## src/cdot_settings.svh

```systemverilog
`ifndef CDOT_SETTINGS_SVH
`define CDOT_SETTINGS_SVH

// complex pairs per transfer
// must stay a power of two
`define CDOT_VEC_LEN 8

// tree depth, log2 of the vector length
`define CDOT_LEN_LOG 3

// signed width of one real or imaginary part
`define CDOT_DATA_W 16

// right shift applied to the final sum
`define CDOT_SHIFT_W 4

`endif

```

## src/cdot_cfg_pkg.sv

```systemverilog
`include "cdot_settings.svh"

package cdot_cfg_pkg;

  // engine configuration word
  typedef struct packed {
    logic                     conj_en;
    logic [`CDOT_SHIFT_W-1:0] shift;
  } cdot_cfg_t;

  // request payload of the config port
  // we low means a plain read
  typedef struct packed {
    logic      we;
    cdot_cfg_t wdata;
  } cfg_req_t;

endpackage

```

## src/cdot_cfg_regs.sv

```systemverilog
`timescale 1ns/1ps

module cdot_cfg_regs (
  input  logic                    clk_i,
  input  logic                    arst_n_i,
  // four-phase request side
  input  logic                    cfg_req_i,
  input  cdot_cfg_pkg::cfg_req_t  cfg_i,
  output logic                    cfg_ack_o,
  output cdot_cfg_pkg::cdot_cfg_t cfg_rdata_o,
  // live configuration to the datapath
  output cdot_cfg_pkg::cdot_cfg_t cfg_o
);

  import cdot_cfg_pkg::*;

  cdot_cfg_t cfg_q;
  logic      ack_q;
  logic      ack_rise;

  // request seen high but not yet acknowledged
  assign ack_rise = cfg_req_i & ~ack_q;

  always_ff @(posedge clk_i or negedge arst_n_i) begin
    if (!arst_n_i) begin
      ack_q <= 1'b0;
      cfg_q <= '0;
    end else begin
      // ack trails the request by one clock in both directions
      ack_q <= cfg_req_i;
      // write once per handshake on the rising ack edge
      if (ack_rise && cfg_i.we) begin
        cfg_q <= cfg_i.wdata;
      end
    end
  end

  assign cfg_ack_o = ack_q;

  // read data is the register itself
  // valid by the time ack is seen high
  assign cfg_rdata_o = cfg_q;
  assign cfg_o       = cfg_q;

endmodule

```

## config.mk

```make
export PLATFORM = sky130hd
export DESIGN_NAME = cdot_cfg_regs
export DESIGN_NICKNAME = d
export VERILOG_FILES = /design/src/cdot_cfg_pkg.sv /design/src/cdot_cfg_regs.sv
export VERILOG_INCLUDE_DIRS = /design/src /design/src/src
export SDC_FILE = /design/constraint.sdc
export NUM_CORES = 1
export LEC_CHECK = 0
export BUFFER_PORTS_ARGS = -buffer_cell sky130_fd_sc_hd__buf_2
export CAP_MARGIN = 20
export CORE_AREA = 2 2 39 41
export CTS_BUF_LIST = sky130_fd_sc_hd__clkbuf_4
export DETAILED_ROUTE_END_ITERATION = 8
export DIE_AREA = 0 0 41 43
export PLACE_DENSITY = 0.57
export SYNTH_ARGS = -nofsm -noshare
export SYNTH_HDL_FRONTEND = slang
export SYNTH_SLANG_ARGS = --single-unit
```

## constraint.sdc

```tcl
create_clock -name clk_i -period 1.4 [get_ports clk_i]
set_clock_uncertainty 0.05 [all_clocks]
set_input_delay 0 -clock clk_i [delete_from_list [all_inputs] [get_ports clk_i]]
set_output_delay 0 -clock clk_i [all_outputs]
set_load 0.02 [all_outputs]
```

==> flow_metrics.env, run 1 <==
export IMPL_final_max_slew_violation_count=0
export IMPL_die_w_um=41
export IMPL_cp_startpoint="cfg_ack_o"
export IMPL_cts_buffers_inserted=3
export IMPL_drc=0
export IMPL_rsz0062_at_grt="no"
export IMPL_grt_overflow=0
export IMPL_synth_top_cells_by_count="dfrtp_1, buf_4, mux2_4"
export IMPL_tightest_slew_ns=0.142
export IMPL_cp_slowest_stage_delay_ns=0.37
export IMPL_drt_wl_total_um=517
export IMPL_post_route_util_pct=32.7
export IMPL_rows=14
export IMPL_end_kind="register"
export IMPL_critical_path_max_fanout=5
export IMPL_required_ns=1.46
export IMPL_dp_cells=47
export IMPL_p_leak_nw=0.252
export IMPL_rrSetupSlack_ns=0.33
export IMPL_final_setup_tns_ns=0
export IMPL_syn_instance_count=17
export IMPL_r2r_start="cfg_ack_o"
export IMPL_ios=20
export IMPL_wl_per_cell_um=9.07
export IMPL_finalSetupViolCount=0
export IMPL_fin_crit_ns=1.07
export IMPL_crit_chain="nand3b_4, mux2_4"
export IMPL_dr_total_vias=199
export IMPL_netlist_area_leader_share_pct=53.1
export IMPL_fmax_ghz=0.939
export IMPL_syn_area_um2=283
export IMPL_postPlaceCellArea_um2=360
export IMPL_arrival_ns=1.13
export IMPL_syn_area_per_cell_um2=16.6
export IMPL_die_y_um=43
export IMPL_crit_buf_inv=0
export IMPL_vias_per_cell=3.49
export IMPL_cts_resized=0
export IMPL_stdcell_count=57
export IMPL_drt_pass1_iter_count=1
export IMPL_power_uw=585
export IMPL_r2r_cells=2
export IMPL_peakVddDrop_uv=509
export IMPL_initial_core_util_pct=20.4
export IMPL_crit_family="flip-flops"
export IMPL_nNetsFinal=52
export IMPL_port_buffers=19
export IMPL_dieArea_um2=1760
export IMPL_design_area_um2=453
export IMPL_run_status="completed"
export IMPL_cts_tree="done"
export IMPL_r2r_end="cfg_o[4]"
export IMPL_hold_viol_final=0
export IMPL_first_iter_violations=0
export IMPL_clkTransAtPathRegs_ns=0.05
export IMPL_fin_crit_sh_pct=76.1
export IMPL_power_density_nw_per_um2=1290
export IMPL_synth_flop_cell="dfrtp_1"
export IMPL_ys_seq_elements=6
export IMPL_place_congestion=0.597
export IMPL_synth_largest_area_cell="dfrtp_1"
export IMPL_finalWorstSetupSlack_ns=0.335
export IMPL_cts_sinks=6
export IMPL_synth_edff_count=0
export IMPL_fillCellCount=141
export IMPL_critPathLaunchType="register"
export IMPL_whs_ns=0.0570
export IMPL_async_flop_share_pct=100
export IMPL_antenna_found_initial=0
export IMPL_final_antenna_net_count=0
export IMPL_htree_num_levels=1
export IMPL_diodes=0
export IMPL_seq_area_frac_synth_pct=53.1
export IMPL_grt_usage_pct=7.18
export IMPL_post_place_ws_ns=0.348
export IMPL_grt_max_degree=7
export IMPL_drive_gt1_share_pct=68.3
export IMPL_syn_to_final_growth_pct=60.2
export IMPL_cts_root_buffer="clkbuf_4"
export IMPL_synth_warning_count=0
export IMPL_grt_pass1_wl_um=779
export IMPL_maxCapViolCount=0
export IMPL_synth_area_leaders="dfrtp_1, mux2_4, buf_4, nand3b_4"
export IMPL_grt_pass1_vias=193
export IMPL_clk_latency_ns=0.24
export IMPL_worstHoldPathType="in2async"
export IMPL_core_um2=1380
export IMPL_synth_net_count=26
export IMPL_ys_types=4
export IMPL_cts_buffer_depth=2
export IMPL_max_slew_margin_pct=90.6
export IMPL_slowest_stage="dfrtp_1"
export IMPL_yosysMostFrequentCell="dfrtp_1"
export IMPL_worst_setup_path_type="reg2reg"
==> worst register-to-register path: stages, from the launching register on <==
cell and delay [ns]:
dfrtp_1 0.37, nand3b_4 0.21, mux2_4 0.31
==> placed cells by master (no fill, tap or decap), drive strengths merged <==
cell and instances:
dlygate4sd3 7, nand3b 1, mux2 5, dfrtp 6, buf 19, clkbuf 3
==> cells by family (layout without fill, tap and decap cells) <==
| logic type | Yosys count | after routing | synth area share, % |
|---|---|---|---|
| buffers and inverters | 5 | 29 | 13.3 |
| multiplexers | 5 | 5 | 26.5 |
| AND/OR/NAND/NOR | 1 | 1 | 7.08 |
| flip-flops | 6 | 6 | 53.1 |
==> how the worst max path moves through the flow <==
stage	to	slack (ns)	depth (start not counted)
5_1_grt	cfg_o[4]	0.29	2
3_5_place_dp	cfg_o[3]	0.35	2
3_3_place_gp	cfg_o[2]	0.37	2
2_1_floorplan	cfg_o[0]	0.26	2
4_1_cts	cfg_o[3]	0.33	2
6_report	cfg_o[4]	0.33	2
==> state kept, by name, summed over array words and instances (netlist names) <==
name	cells
cfg_ack_o	1
cfg_o	5
==> where the power goes <==
group          switching, mW  internal [mW]  leakage [nW]
registers             0.0210          0.203        0.0708
logic                  0.109         0.0970         0.167
clock network         0.0580         0.0967        0.0138
total                  0.188          0.397         0.252
==> layout make-up <==
cell class	instances	area (um2)	share of cell area, %
Tap cell	16	20.0	4.42
Multi-Input combinational cell	6	95.1	21.0
Timing Repair Buffer	26	165	36.5
Sequential cell	6	150	33.1
Clock buffer	3	22.5	4.97
==> routing by layer <==
| layer | routed length, um | vias up | track usage (%) |
|---|---|---|---|
| met5 | 0 | - | 0 |
| met4 | 0 | 0 | 2.00 |
| met3 | 59 | 0 | 4.71 |
| met2 | 215 | 12 | 9.38 |
| met1 | 242 | 87 | 9.54 |
| li1 | - | 100 | - |
==> timing repair <==
action,CTS,global route
buffers inserted,0,0
hold endpoints to repair,12,0
hold buffers,7,0
Note: power is estimated with default switching activity, not from simulation.
==> inputs of run 2 (changes only) <==
PLACE_DENSITY = 0.59   (was 0.57)
clock period = 0.9 ns   (was 1.4 ns; I/O delays follow)
==> run 2 against run 1 <==
Sequential power rose by 56%; final area grew 1.9%; the flow now finishes with violations (negative setup slack); wire length up 4.6%; combinational power increased by 55%; die area unchanged; clock-buffer cell count grew 1; critical path depth unchanged; maximum frequency is 2.5% lower; core utilization up 0.63 points; final cell count grew 1.8%.
==> flow_metrics.env, run 2 (synthesis gave the netlist of run 1 again) <==
export IMPL_run_status="complete, but fails checks"
export IMPL_violations="negative setup slack"
export IMPL_cts_buffers_inserted=3
export IMPL_syn_to_final_growth_pct=63.3
export IMPL_peakVddDrop_uv=974
export IMPL_grt_overflow=0
export IMPL_clk_latency_ns=0.25
export IMPL_worst_setup_path_type="reg2reg"
export IMPL_layout_cells_most_common="buf_2"
export IMPL_layout_common_cells="buf_2, dlygate4sd3_1, mux2_4, dfrtp_1, clkbuf_4"
export IMPL_diodes=0
export IMPL_first_iter_violations=4
export IMPL_die_w_um=41
export IMPL_grt_pass1_vias=181
export IMPL_power_density_nw_per_um2=2100
export IMPL_r2r_cells=2
export IMPL_grt_usage_pct=7.37
export IMPL_cts_root_buffer="clkbuf_4"
export IMPL_final_max_slew_violation_count=0
export IMPL_design_area_um2=462
export IMPL_critPathLaunchType="register"
export IMPL_cts_buffer_depth=2
export IMPL_max_slew_margin_pct=90.5
export IMPL_finalSetupViolCount=5
export IMPL_end_kind="register"
export IMPL_fillCellCount=150
export IMPL_grt_max_degree=7
export IMPL_r2r_start="cfg_ack_o"
export IMPL_dieArea_um2=1760
export IMPL_cts_resized=0
export IMPL_tightest_slew_ns=0.142
export IMPL_htree_num_levels=1
export IMPL_antenna_found_initial=0
export IMPL_wl_per_cell_um=9.33
export IMPL_grt_pass1_wl_um=765
export IMPL_largest_reg_flops=5
export IMPL_initial_core_util_pct=20.4
export IMPL_final_antenna_net_count=0
export IMPL_place_congestion=0.625
export IMPL_vias_per_cell=3.53
export IMPL_r2r_end="cfg_o[2]"
export IMPL_required_ns=0.97
export IMPL_post_route_util_pct=33.4
export IMPL_nNetsFinal=52
export IMPL_postPlaceCellArea_um2=362
export IMPL_maxCapViolCount=0
export IMPL_fin_crit_ns=1.09
export IMPL_critical_path_max_fanout=5
export IMPL_rsz0062_at_grt="yes"
export IMPL_rrSetupSlack_ns=-0.19
export IMPL_drive_gt1_share_pct=71.4
export IMPL_arrival_ns=1.16
export IMPL_cts_tree="done"
export IMPL_die_y_um=43
export IMPL_p_leak_nw=0.255
export IMPL_clkTransAtPathRegs_ns=0.05
export IMPL_port_buffers=19
export IMPL_finalWorstSetupSlack_ns=-0.192
export IMPL_fmax_ghz=0.916
export IMPL_cts_setup_buffers=0
export IMPL_rows=14
export IMPL_drt_wl_total_um=541
export IMPL_dr_total_vias=205
export IMPL_drc=0
export IMPL_drt_pass1_iter_count=2
export IMPL_fin_crit_sh_pct=121
export IMPL_worstHoldPathType="in2async"
export IMPL_ios=20
export IMPL_hold_viol_final=0
export IMPL_cts_sinks=6
export IMPL_core_um2=1380
[run 2: per-layer routing]
metal | GRT usage, % | vias to the layer above | share of wire [%]
li1 | - | 102 | -
met1 | 8.82 | 91 | 41
met2 | 9.69 | 12 | 48
met3 | 4.71 | 0 | 11
met4 | 4.00 | 0 | 0
met5 | 0 | - | 0
[run 2: how the worst max path moves through the flow]
stage               endpoint  slack (ns)       from  depth (start not counted)
floorplan           cfg_o[0]       -0.22  cfg_ack_o                          2
global placement    cfg_o[2]       -0.16  cfg_ack_o                          2
detailed placement  cfg_o[2]       -0.18  cfg_ack_o                          2
CTS                 cfg_o[2]       -0.20  cfg_ack_o                          2
global route        cfg_o[0]       -0.23  cfg_ack_o                          2
finish              cfg_o[2]       -0.19  cfg_ack_o                          2
[run 2: final cells by class]
class                   instances  area, um2  area share [%]
well taps                      16       20.0            4.34
multi-input cells               6       95.1            20.6
clock buffers                   4       30.0            6.50
repair buffers                 26        165            35.8
flip-flops and latches          6        151            32.8
[run 2: stage by stage]
step                setup slack [ns]  power, mW  std cells  hold WS (ns)  setup TNS [ns]
finish                        -0.192      0.968         58        0.0479          -0.925
CTS                           -0.201      0.984         58        0.0462          -0.968
global placement              -0.157      0.654         47        -0.221          -0.779
detailed placement            -0.179      0.657         47        -0.218          -0.882
floorplan                     -0.220      0.596         17        -0.346           -1.10
global route                  -0.233       1.03         58        0.0490           -1.10
[run 2: worst max-delay path, cell delays in order, from the launching register on]
cell      delay [ns]
dfrtp_2         0.40
nand3b_4        0.20
mux2_4          0.31
[run 2: where the power goes]
group          internal (mW)  leakage [nW]  total, mW  switching, mW
clock network          0.198        0.0184      0.298         0.0997
logic                  0.151         0.167      0.320          0.169
registers              0.316        0.0698      0.350         0.0340
total                  0.665         0.255      0.968          0.303
[run 2: repair_timing]
item | 4_1_cts | 5_1_grt
hold buffers | 7 | 0
pin swaps | 0 | 0
hold endpoints to repair | 12 | 0
endpoints found under the setup margin | 5 | 5
